--- src/uart_pkg.sv ---
package uart_pkg;

  // Message memory address width, 256 bytes
  localparam int MSG_ADDR_W = 8;

  // Wishbone classic request from a master
  typedef struct packed {
    logic                  cyc;
    logic                  stb;
    logic                  we;
    logic [MSG_ADDR_W-1:0] adr;
    logic [7:0]            dat;
  } wb_req_t;

  // Wishbone classic response from the slave
  typedef struct packed {
    logic       ack;
    logic [7:0] dat;
  } wb_rsp_t;

  // Current bus owner in the arbiter
  typedef enum logic [1:0] {
    MST_NONE = 2'd0,
    MST_RX   = 2'd1,
    MST_TX   = 2'd2,
    MST_HOST = 2'd3
  } wb_master_e;

  // Transmit fetch sequencing
  typedef enum logic [1:0] {
    FETCH_IDLE     = 2'd0,
    FETCH_READ     = 2'd1,
    FETCH_WAIT_CTS = 2'd2,
    FETCH_SEND     = 2'd3
  } tx_fetch_state_e;

  // Serial receiver frame position
  typedef enum logic [1:0] {
    RX_IDLE  = 2'd0,
    RX_START = 2'd1,
    RX_DATA  = 2'd2,
    RX_STOP  = 2'd3
  } rx_state_e;

endpackage
--- src/uart_msg_top.sv ---
module uart_msg_top #(
  parameter int CYCLES_PER_BIT = 4,
  parameter int RX_BASE        = 128
) (
  input  logic              clk,
  input  logic              rst_n,
  input  uart_pkg::wb_req_t i_wb,
  output uart_pkg::wb_rsp_t o_wb,
  input  logic              i_start,
  input  logic [7:0]        i_tx_len,
  output logic              o_tx_busy,
  output logic              o_serial,
  input  logic              i_serial,
  output logic [7:0]        o_rx_count
);
  import uart_pkg::*;

  // Bus links between masters, arbiter and memory
  wb_req_t rx_wb_req;
  wb_req_t tx_wb_req;
  wb_req_t ram_wb_req;
  wb_rsp_t rx_wb_rsp;
  wb_rsp_t tx_wb_rsp;
  wb_rsp_t ram_wb_rsp;

  // Fetch to transmitter handshake
  logic [7:0] tx_byte;
  logic       tx_byte_req;
  logic       tx_cts;
  logic       tx_idle;

  // Receiver to store
  logic [7:0] rx_byte;
  logic       rx_byte_valid;

  msg_ram u_ram (
    .clk   (clk),
    .rst_n (rst_n),
    .i_wb  (ram_wb_req),
    .o_wb  (ram_wb_rsp)
  );

  wb_arbiter u_arb (
    .clk     (clk),
    .rst_n   (rst_n),
    .i_rx    (rx_wb_req),
    .i_tx    (tx_wb_req),
    .i_host  (i_wb),
    .i_slave (ram_wb_rsp),
    .o_rx    (rx_wb_rsp),
    .o_tx    (tx_wb_rsp),
    .o_host  (o_wb),
    .o_slave (ram_wb_req)
  );

  tx_fetch u_fetch (
    .clk     (clk),
    .rst_n   (rst_n),
    .i_start (i_start),
    .i_len   (i_tx_len),
    .i_wb    (tx_wb_rsp),
    .i_cts   (tx_cts),
    .i_idle  (tx_idle),
    .o_wb    (tx_wb_req),
    .o_data  (tx_byte),
    .o_req   (tx_byte_req),
    .o_busy  (o_tx_busy)
  );

  rx_store #(.RX_BASE(RX_BASE)) u_store (
    .clk     (clk),
    .rst_n   (rst_n),
    .i_start (i_start),
    .i_data  (rx_byte),
    .i_valid (rx_byte_valid),
    .i_wb    (rx_wb_rsp),
    .o_wb    (rx_wb_req),
    .o_count (o_rx_count)
  );

  uart_tx #(.CYCLES_PER_BIT(CYCLES_PER_BIT)) u_tx (
    .clk      (clk),
    .rst_n    (rst_n),
    .i_data   (tx_byte),
    .i_req    (tx_byte_req),
    .o_serial (o_serial),
    .o_cts    (tx_cts),
    .o_idle   (tx_idle)
  );

  uart_rx #(.CYCLES_PER_BIT(CYCLES_PER_BIT)) u_rx (
    .clk      (clk),
    .rst_n    (rst_n),
    .i_serial (i_serial),
    .o_data   (rx_byte),
    .o_valid  (rx_byte_valid)
  );

endmodule

--- src/msg_ram.sv ---
module msg_ram (
  input  logic              clk,
  input  logic              rst_n,
  input  uart_pkg::wb_req_t i_wb,
  output uart_pkg::wb_rsp_t o_wb
);
  import uart_pkg::*;

  logic [7:0] mem [2**MSG_ADDR_W];
  logic       ack_q;
  logic [7:0] rdat_q;
  logic       req_new;

  // New request, not already being acked
  assign req_new = i_wb.cyc && i_wb.stb && !ack_q;

  always_ff @(posedge clk or negedge rst_n) begin
    if (!rst_n) begin
      ack_q <= 1'b0;
    end else begin
      ack_q <= req_new;
    end
  end

  // Write lands with the ack edge, read data valid with ack
  always_ff @(posedge clk) begin
    if (req_new) begin
      if (i_wb.we) begin
        mem[i_wb.adr] <= i_wb.dat;
      end
      rdat_q <= mem[i_wb.adr];
    end
  end

  assign o_wb.ack = ack_q;
  assign o_wb.dat = rdat_q;

endmodule

--- src/wb_arbiter.sv ---
module wb_arbiter (
  input  logic              clk,
  input  logic              rst_n,
  input  uart_pkg::wb_req_t i_rx,
  input  uart_pkg::wb_req_t i_tx,
  input  uart_pkg::wb_req_t i_host,
  input  uart_pkg::wb_rsp_t i_slave,
  output uart_pkg::wb_rsp_t o_rx,
  output uart_pkg::wb_rsp_t o_tx,
  output uart_pkg::wb_rsp_t o_host,
  output uart_pkg::wb_req_t o_slave
);
  import uart_pkg::*;

  wb_master_e owner;
  wb_master_e grant;
  logic       owner_cyc;

  // Is the registered owner still in its cycle
  always_comb begin
    case (owner)
      MST_RX:   owner_cyc = i_rx.cyc;
      MST_TX:   owner_cyc = i_tx.cyc;
      MST_HOST: owner_cyc = i_host.cyc;
      default:  owner_cyc = 1'b0;
    endcase
  end

  // Keep owner while busy, else fixed priority
  always_comb begin
    if (owner_cyc) begin
      grant = owner;
    end else if (i_rx.cyc) begin
      grant = MST_RX;
    end else if (i_tx.cyc) begin
      grant = MST_TX;
    end else if (i_host.cyc) begin
      grant = MST_HOST;
    end else begin
      grant = MST_NONE;
    end
  end

  always_ff @(posedge clk or negedge rst_n) begin
    if (!rst_n) begin
      owner <= MST_NONE;
    end else begin
      owner <= grant;
    end
  end

  // Request mux to the slave
  always_comb begin
    case (grant)
      MST_RX:   o_slave = i_rx;
      MST_TX:   o_slave = i_tx;
      MST_HOST: o_slave = i_host;
      default:  o_slave = '0;
    endcase
  end

  // Read data to all, ack to owner only
  always_comb begin
    o_rx       = i_slave;
    o_tx       = i_slave;
    o_host     = i_slave;
    o_rx.ack   = i_slave.ack && (grant == MST_RX);
    o_tx.ack   = i_slave.ack && (grant == MST_TX);
    o_host.ack = i_slave.ack && (grant == MST_HOST);
  end

endmodule

--- src/rx_store.sv ---
module rx_store #(
  parameter int RX_BASE = 128
) (
  input  logic              clk,
  input  logic              rst_n,
  input  logic              i_start,
  input  logic [7:0]        i_data,
  input  logic              i_valid,
  input  uart_pkg::wb_rsp_t i_wb,
  output uart_pkg::wb_req_t o_wb,
  output logic [7:0]        o_count
);
  import uart_pkg::*;

  logic       pend;
  logic [7:0] hold;

  // Write to the receive region at base plus count
  always_comb begin
    o_wb     = '0;
    o_wb.cyc = pend;
    o_wb.stb = pend;
    o_wb.we  = 1'b1;
    o_wb.adr = MSG_ADDR_W'(RX_BASE) + o_count[MSG_ADDR_W-1:0];
    o_wb.dat = hold;
  end

  always_ff @(posedge clk or negedge rst_n) begin
    if (!rst_n) begin
      pend    <= 1'b0;
      o_count <= '0;
    end else begin
      if (i_valid) begin
        pend <= 1'b1;
      end else if (i_wb.ack) begin
        pend <= 1'b0;
      end
      // Restart of a message wins over a count step
      if (i_start) begin
        o_count <= '0;
      end else if (i_wb.ack) begin
        o_count <= (o_count == 8'd127) ? 8'd0 : o_count + 8'd1;
      end
    end
  end

  // Single byte holding register
  always_ff @(posedge clk) begin
    if (i_valid) begin
      hold <= i_data;
    end
  end

endmodule

--- src/tx_fetch.sv ---
module tx_fetch (
  input  logic              clk,
  input  logic              rst_n,
  input  logic              i_start,
  input  logic [7:0]        i_len,
  input  uart_pkg::wb_rsp_t i_wb,
  input  logic              i_cts,
  input  logic              i_idle,
  output uart_pkg::wb_req_t o_wb,
  output logic [7:0]        o_data,
  output logic              o_req,
  output logic              o_busy
);
  import uart_pkg::*;

  tx_fetch_state_e       state;
  logic [MSG_ADDR_W-1:0] addr;
  logic [7:0]            len_q;
  logic                  last;

  assign last = (addr == MSG_ADDR_W'(len_q - 8'd1));

  // Read-only master, cyc and stb for the whole read state
  always_comb begin
    o_wb     = '0;
    o_wb.cyc = (state == FETCH_READ);
    o_wb.stb = (state == FETCH_READ);
    o_wb.adr = addr;
  end

  assign o_req  = (state == FETCH_WAIT_CTS);
  assign o_busy = (state != FETCH_IDLE);

  always_ff @(posedge clk or negedge rst_n) begin
    if (!rst_n) begin
      state <= FETCH_IDLE;
      addr  <= '0;
      len_q <= '0;
    end else begin
      case (state)
        FETCH_IDLE: begin
          // Start while busy never reaches here
          if (i_start) begin
            len_q <= i_len;
            addr  <= '0;
            state <= FETCH_READ;
          end
        end
        FETCH_READ: begin
          if (i_wb.ack) begin
            state <= FETCH_WAIT_CTS;
          end
        end
        FETCH_WAIT_CTS: begin
          // Byte taken by the transmitter
          if (i_cts) begin
            if (last) begin
              state <= FETCH_SEND;
            end else begin
              addr  <= addr + 1'b1;
              state <= FETCH_READ;
            end
          end
        end
        FETCH_SEND: begin
          // Drain the final frame
          if (i_idle) begin
            state <= FETCH_IDLE;
          end
        end
        default: state <= FETCH_IDLE;
      endcase
    end
  end

  // Byte held for the transmitter
  always_ff @(posedge clk) begin
    if (state == FETCH_READ && i_wb.ack) begin
      o_data <= i_wb.dat;
    end
  end

endmodule

--- src/uart_rx.sv ---
module uart_rx #(
  parameter int CYCLES_PER_BIT = 4
) (
  input  logic       clk,
  input  logic       rst_n,
  input  logic       i_serial,
  output logic [7:0] o_data,
  output logic       o_valid
);
  import uart_pkg::*;

  localparam int CYCLE_W = (CYCLES_PER_BIT > 1) ? $clog2(CYCLES_PER_BIT) : 1;
  localparam int HALF = (CYCLES_PER_BIT > 1) ? CYCLES_PER_BIT / 2 : 1;
  localparam logic [CYCLE_W-1:0] BIT_LAST  = CYCLE_W'(CYCLES_PER_BIT - 1);
  localparam logic [CYCLE_W-1:0] HALF_LAST = CYCLE_W'(HALF - 1);

  rx_state_e          state;
  logic [1:0]         sync;
  logic               line;
  logic               line_prev;
  logic [CYCLE_W-1:0] timer;
  logic [2:0]         bit_idx;
  logic [7:0]         shift;

  assign line   = sync[1];
  // Shift register holds the byte through the valid pulse
  assign o_data = shift;

  always_ff @(posedge clk or negedge rst_n) begin
    if (!rst_n) begin
      sync      <= 2'b11;
      line_prev <= 1'b1;
      state     <= RX_IDLE;
      timer     <= '0;
      bit_idx   <= '0;
      o_valid   <= 1'b0;
    end else begin
      sync      <= {sync[0], i_serial};
      line_prev <= line;
      o_valid   <= 1'b0;
      if (timer != '0) begin
        timer <= timer - 1'b1;
      end
      case (state)
        RX_IDLE: begin
          // Falling edge opens a frame
          if (line_prev && !line) begin
            state <= RX_START;
            timer <= HALF_LAST;
          end
        end
        RX_START: begin
          if (timer == '0) begin
            // Glitch if the line is back high at mid start bit
            state   <= line ? RX_IDLE : RX_DATA;
            timer   <= BIT_LAST;
            bit_idx <= '0;
          end
        end
        RX_DATA: begin
          if (timer == '0) begin
            timer   <= BIT_LAST;
            bit_idx <= bit_idx + 1'b1;
            if (bit_idx == 3'd7) begin
              state <= RX_STOP;
            end
          end
        end
        RX_STOP: begin
          if (timer == '0) begin
            // Low stop bit drops the byte
            o_valid <= line;
            state   <= RX_IDLE;
          end
        end
        default: state <= RX_IDLE;
      endcase
    end
  end

  // LSB first, sampled mid-bit
  always_ff @(posedge clk) begin
    if (state == RX_DATA && timer == '0) begin
      shift <= {line, shift[7:1]};
    end
  end

endmodule

--- src/uart_tx.sv ---
module uart_tx #(
  parameter int CYCLES_PER_BIT = 4
) (
  input  logic       clk,
  input  logic       rst_n,
  input  logic [7:0] i_data,
  input  logic       i_req,
  output logic       o_serial,
  output logic       o_cts,
  output logic       o_idle
);

  // Start, 8 data, 1 stop, 7 extra stop bits
  localparam int EXTRA_STOP = 7;
  localparam int CURSOR_MAX = 9 + EXTRA_STOP;
  localparam int CURSOR_W = $clog2(CURSOR_MAX + 1);
  localparam int CYCLE_W = (CYCLES_PER_BIT > 1) ? $clog2(CYCLES_PER_BIT) : 1;
  localparam logic [CYCLE_W-1:0] CYCLE_MAX = CYCLE_W'(CYCLES_PER_BIT - 1);

  logic [CYCLE_W-1:0]  cycle;
  logic [CURSOR_W-1:0] cursor;
  logic [8:0]          buffer;
  logic                pend_valid;
  logic [7:0]          pend_data;
  logic                frame_done;

  // Last cycle of the last stop bit, or line idle
  assign frame_done = (cursor == '0) && (cycle == '0);
  assign o_serial   = buffer[0];
  // Open during extra stop bits; held byte waits for the full gap
  assign o_cts      = !pend_valid && (cursor < CURSOR_W'(EXTRA_STOP));
  assign o_idle     = frame_done && !pend_valid;

  always_ff @(posedge clk or negedge rst_n) begin
    if (!rst_n) begin
      cycle      <= '0;
      cursor     <= '0;
      buffer     <= '1;
      pend_valid <= 1'b0;
    end else if (frame_done && pend_valid) begin
      // Launch held byte, start bit in buffer[0]
      cycle      <= CYCLE_MAX;
      cursor     <= CURSOR_W'(CURSOR_MAX);
      buffer     <= {pend_data, 1'b0};
      pend_valid <= 1'b0;
    end else begin
      if (o_cts && i_req) begin
        pend_valid <= 1'b1;
      end
      if (cycle != '0) begin
        cycle <= cycle - 1'b1;
      end else if (cursor != '0) begin
        // Next bit, shift in stop level
        cycle  <= CYCLE_MAX;
        cursor <= cursor - 1'b1;
        buffer <= {1'b1, buffer[8:1]};
      end
    end
  end

  // Accepted byte
  always_ff @(posedge clk) begin
    if (o_cts && i_req) begin
      pend_data <= i_data;
    end
  end

endmodule

--- config.mk ---
export PLATFORM = sky130hd
export DESIGN_NAME = uart_msg_top
export DESIGN_NICKNAME = d
export VERILOG_FILES = /design/src/uart_pkg.sv /design/src/uart_msg_top.sv /design/src/msg_ram.sv /design/src/wb_arbiter.sv /design/src/rx_store.sv /design/src/tx_fetch.sv /design/src/uart_rx.sv /design/src/uart_tx.sv
export SDC_FILE = /design/constraint.sdc
export NUM_CORES = 2
export LEC_CHECK = 0
export ABC_AREA = 1
export BUFFER_PORTS_ARGS = -buffer_cell sky130_fd_sc_hd__buf_4
export CORE_AREA = 2 2 451 453
export CTS_CLUSTER_DIAMETER = 100
export CTS_CLUSTER_SIZE = 40
export DETAILED_ROUTE_END_ITERATION = 10
export DIE_AREA = 0 0 453 455
export HOLD_SLACK_MARGIN = 0.06
export PLACE_DENSITY = 0.67
export SLEW_MARGIN = 5
export SYNTH_ARGS = -nofsm -noshare
export SYNTH_HDL_FRONTEND = slang
export SYNTH_HIERARCHICAL = 1
export SYNTH_SLANG_ARGS = --single-unit
export TNS_END_PERCENT = 20
--- constraint.sdc ---
create_clock -name clk -period 6.69 [get_ports clk]
set_input_delay 1.0035 -clock clk [delete_from_list [all_inputs] [get_ports clk]]
set_output_delay 1.0035 -clock clk [all_outputs]
set_load 0.005 [all_outputs]
[Word-level counts from Yosys, hierarchy flattened]
Memory sizes are Yosys's and may differ from the RTL's. A register that Yosys moved wholly into a read port is not among the register bits.
Cells that the tools add are included.
Cells by class
  mux-type cells: 51
  reduce and logical (&&, ||, !) cells: 39
  add/sub/neg operators: 8
  eq/ne operators: 26
  order comparisons: 1
Operators by type and width (number)
  19-bit one-hot mux with 3 select lines: 1
  8-bit two-way mux: 6
  2-bit two-way mux: 21
  9-bit two-way mux: 3
  2-bit nonzero test: 9
  8-bit by 1-bit adder with 8-bit output, second input constant: 2
  2-bit == test, second input constant: 8
  2-bit one-hot mux with 4 select lines: 2
  8-bit one-hot mux with 2 select lines: 1
  5-bit two-way mux: 3
  2-bit by 1-bit != test with 1-bit output, second input constant: 7
  1-bit logical AND: 13
  1-bit two-way mux: 9
  8-bit adder, first input constant: 1
  2-bit by 1-bit == test with 1-bit output, second input constant: 4
  8-bit by 7-bit == test with 1-bit output, second input constant: 1
  8-bit == test: 1
  2-bit zero test: 4
  2-bit != test, second input constant: 4
  4-bit AND reduction: 2
  8-bit by 1-bit subtractor with 8-bit output, second input constant: 1
  3-bit two-way mux: 2
  3-bit one-hot mux with 2 select lines: 1
  5-bit zero test: 1
  other kinds (14): 18
Storage, ports and cells
  word-level logic and storage cells: 147
  bits of input ports: 31
  memories: 1
  output and inout bits: 19
  flip-flop bits (word level): 90
  RAM bits: 2048
Memories
  u_ram.mem: depth 256, bits a word 8, rd ports 1, clocked after Yosys merged registers in 1, write ports 1, line msg_ram.sv:9  | logic [7:0] mem [2**MSG_ADDR_W];

[Logic depth before layout (Yosys ltp)]
  word-level depth: 10
  gate-level depth with buffers: 26
  gate-level depth less buffers: 22

[Hierarchy]
Netlist, hierarchy kept.
By module, submodules not included
  msg_ram: seq. area each 61764.2 µm², cells an instance 7801, instances 1, area each 84826.4 µm²
  tx_fetch: seq. area each 690.7 µm², cells an instance 204, instances 1, area each 1602.8 µm²
  uart_tx: seq. area each 676.9 µm², cells an instance 119, instances 1, area each 1151.1 µm²
  uart_rx: seq. area each 519.2 µm², cells an instance 88, instances 1, area each 942.2 µm²
  wb_arbiter: seq. area each 50.0 µm², cells an instance 136, instances 1, area each 883.3 µm²
  rx_store: seq. area each 465.4 µm², cells an instance 81, instances 1, area each 827.0 µm²

[Least setup slack after synthesis]
Ideal clock, no wire load.
  kind: input-to-reg
  start: input i_wb[18] (netlist name)
  end: memory u_ram.mem[0][1] (data pin)
  setup slack: 0.454 ns
  data arrival time: 4.718 ns
  stages: 8
  setup time: 1.518 ns
  required time: 5.172 ns
  cell sequence: nand2_1 nand3_2 nand2_2 nand2_4 nand2_4 buf_6 nand3_1 nand3_1
RTL lines
  from (decl): line uart_msg_top.sv:7  | input uart_pkg::wb_req_t i_wb,
  to (decl): line msg_ram.sv:9

==> results.md <==
- Status: finished clean
- Clk buf depth: 3
- Post-Place Cell Area: between 0.09 and 0.1 sq mm
- TritonCTS Sinks: 2146
- Post-Layout Cell Count: roughly 11000
- Total power: 40.8 mW
- Bufs and invs on worst path: 3
- Tcrit/Tclk final: 93.1%
- Tmin final: 6230 ps
- Die area: ~0.2 sq mm
- CP max stage cell: nor2_1
- Avg Cell Area, Syn: 10.7 sq um
- Total negative slack: 0 ps
- Critical path startpoint category: flop
- Total core area: between 0.2 and 0.25 sq mm
- Vias/cell: 5.53
- Vias in the first global route: around 57000
- Place WS: slightly below 700 ps
- # DRC: 0
- CTS root buf: clkbuf_16
- Clk slew on worst S/H paths: 150 ps
- Largest net degree at the start of global routing: approximately 170
- Initial antenna violation count: 3
- Most repeated library cell on the critical path: nand2_1
- Biggest register: u_ram/mem
- Yosys warnings: 6
- WL/cell: between 20 and 25 um
- Post-synthesis cell area: about 0.09 sq mm
- Worst Max-Slew Pin Slew: 1220 ps
- Rel. slew slack: between 10% and 20%
- I/O Buffers: 49
- Hold slack: between 300 and 400 ps
- Pwr/cell area: around 430 mW/mm^2
- Vias: ~60000
- Final WS setup: 460 ps
- Grt total ovfl: 0
- GRT Util Overall: around 23%
- Worst path arrival time: 6750 ps
- Peak VDD IR: roughly 0.57 mV
- Layout cell share with drive strength beyond 1: under 10%
- GP Congestion: slightly below 0.9
- H-tree depth: 3
- Syn Inst Count: 8421
- Crit path cell chain: inv_1 > nor2_1 > nand2_1 > nand3_2 > nand3_2 > nand2_4 > nand3_1 > nand3_4 > inv_8 > buf_12 > nand2_1 > nand2_1 > nand2_1 > nand2_1 > nand2_1 > nand2_1 > o21ai_1 > nand2_1 > nor2_1 > nor2_1 > nor2_1 > nand2_1
- Finished Cell Area: between 0.09 and 0.1 sq mm
- Hold Path Class: input pin to asynchronous set/reset pin
- Hold Fails Final Rpt: 0
- Pleak: about 36 nW
- Hold-fix buffers, CTS: 0
- DRT iter0 DRCs: between 7000 and 8000
- Critical path class: flop to flop
- Final setup fails: 0
- Cell Count Post-Placement: approximately 11000
- Maxcap violations: 0
- CP max FO: around 150
- Fmax: between 150 and 200 MHz
- Largest register FFs: 2048
- Chip height: between 400 and 500 um
- Syn-to-layout area delta: 5.32%
- Utilization after layout: between 40 and 50%
- Post-CTS Resized: 0
- CTS buffer count: 67
- Overall routed net length: roughly 240000 um
- # rows: approximately 170
- Die X-Extent: between 400 and 500 um
- Routed Antenna Nets: 0
- Top Family by Delay on Critical Path: simple AND/OR/NAND/NOR gates
- Max Slew Vio Count: 0
- RSZ-0062 raised after global routing: false
- CTS tree: yes
- Post-CTS Setup Inserts: 0
- Pre-Repair DR Iteration Count: 8
- Initial Util: between 40% and 50%
- First-pass GRT wire length: 356000 um
- Post-DP HPWL: between 100000 and 150000 um
- Largest regs: u_ram/mem: 2048 flops, u_tx/buffer: 9 flops
- I/O pin count: 50
- Worst Setup End Kind: flop
- Nets: approximately 8000
- Worst-Skew Late Latency: slightly below 800 ps
- Worst EP required: roughly 7000 ps
- Critical Path Max Stage Delay: 670 ps
- Fin Clk Skew: about 77 ps
-- worst reg2reg max path, stage by stage, from the launching register on --
cell	delay, ps
dfrtp_1	470
inv_1	260
nor2_1	670
nand2_1	200
nand3_2	120
nand3_2	320
nand2_4	360
nand3_1	180
nand3_4	330
inv_8	460
buf_12	390
nand2_1	220
nand2_1	70
nand2_1	70
nand2_1	100
nand2_1	80
nand2_1	70
o21ai_1	410
nand2_1	290
nor2_1	370
nor2_1	90
nor2_1	330
nand2_1	110
-- worst paths after layout --
| kind | start | end | slack [ps] | depth (start not counted) |
|---|---|---|---|---|
| min in group clk | u_rx/sync[0]$_DFF_PN1_ | u_rx/sync[1]$_DFF_PN1_ | 360 | 0 |
| max in group asynchronous | rst_n | asynchronous set/reset pin | 5840 | 1 |
| min reg2reg | u_rx/sync[0]$_DFF_PN1_ | u_rx/sync[1]$_DFF_PN1_ | 360 | 0 |
| max reg2reg | u_fetch/state[0]$_DFFE_PN0P_ | u_ram/rdat_q[5]$_DFFE_PN_ | 460 | 22 |
| max | u_fetch/state[0]$_DFFE_PN0P_ | u_ram/rdat_q[5]$_DFFE_PN_ | 460 | 22 |
| min | rst_n | u_ram/ack_q$_DFF_PN0_ | 300 | 1 |
-- area by class of cell --
| type | instances | area [sq um] |
|---|---|---|
| multi-input cells | 5698 | 23500 |
| inverters | 77 | 320 |
| repair buffers | 154 | 1540 |
| clock inverters | 10 | 195 |
| clock buffers | 78 | 1850 |
| well taps | 2672 | 3340 |
| fillers | 18000 | 106000 |
| flip-flops and latches | 2146 | 64200 |
| diodes | 4 | 10.0 |
-- per-layer routing --
metal	up-vias	global-route usage [%]	part of all wire, %
met5	-	0	0.011
met1	29400	31.8	41
met2	2753	35.9	46
li1	27500	-	-
met3	337	4.11	9.6
met4	4	6.61	2.9
-- placed cells by master (no fill, tap or decap), types with 4 or more instances in the layout --
cell and instances:
clkbuf_1 5, inv_4 4, clkinv_16 5, nand2_1 4222
dfrtp_1 46, buf_12 31, ha_1 16, nand2_4 9
clkbuf_16 73, diode_2 4, nand4_1 176, xor2_1 4
nor2_1 383, nor2_2 11, nor2_4 11, edfxtp_1 2088
nor3_2 5, a21oi_1 20, inv_2 8, nand3_1 616
o21ai_0 41, o21ai_1 108, nor3_1 4, conb_1 10
inv_1 60, buf_4 123, nand2_2 25, nand3_4 12
dfstp_2 12
-- report_power, final --
group / switching (mW) / total, mW / internal [mW]
combinational: 13.2 / 16.6 / 3.43
sequential: 0.140 / 18.2 / 18.1
clock: 3.91 / 5.96 / 2.06
Power figures use the tool's default switching activity.
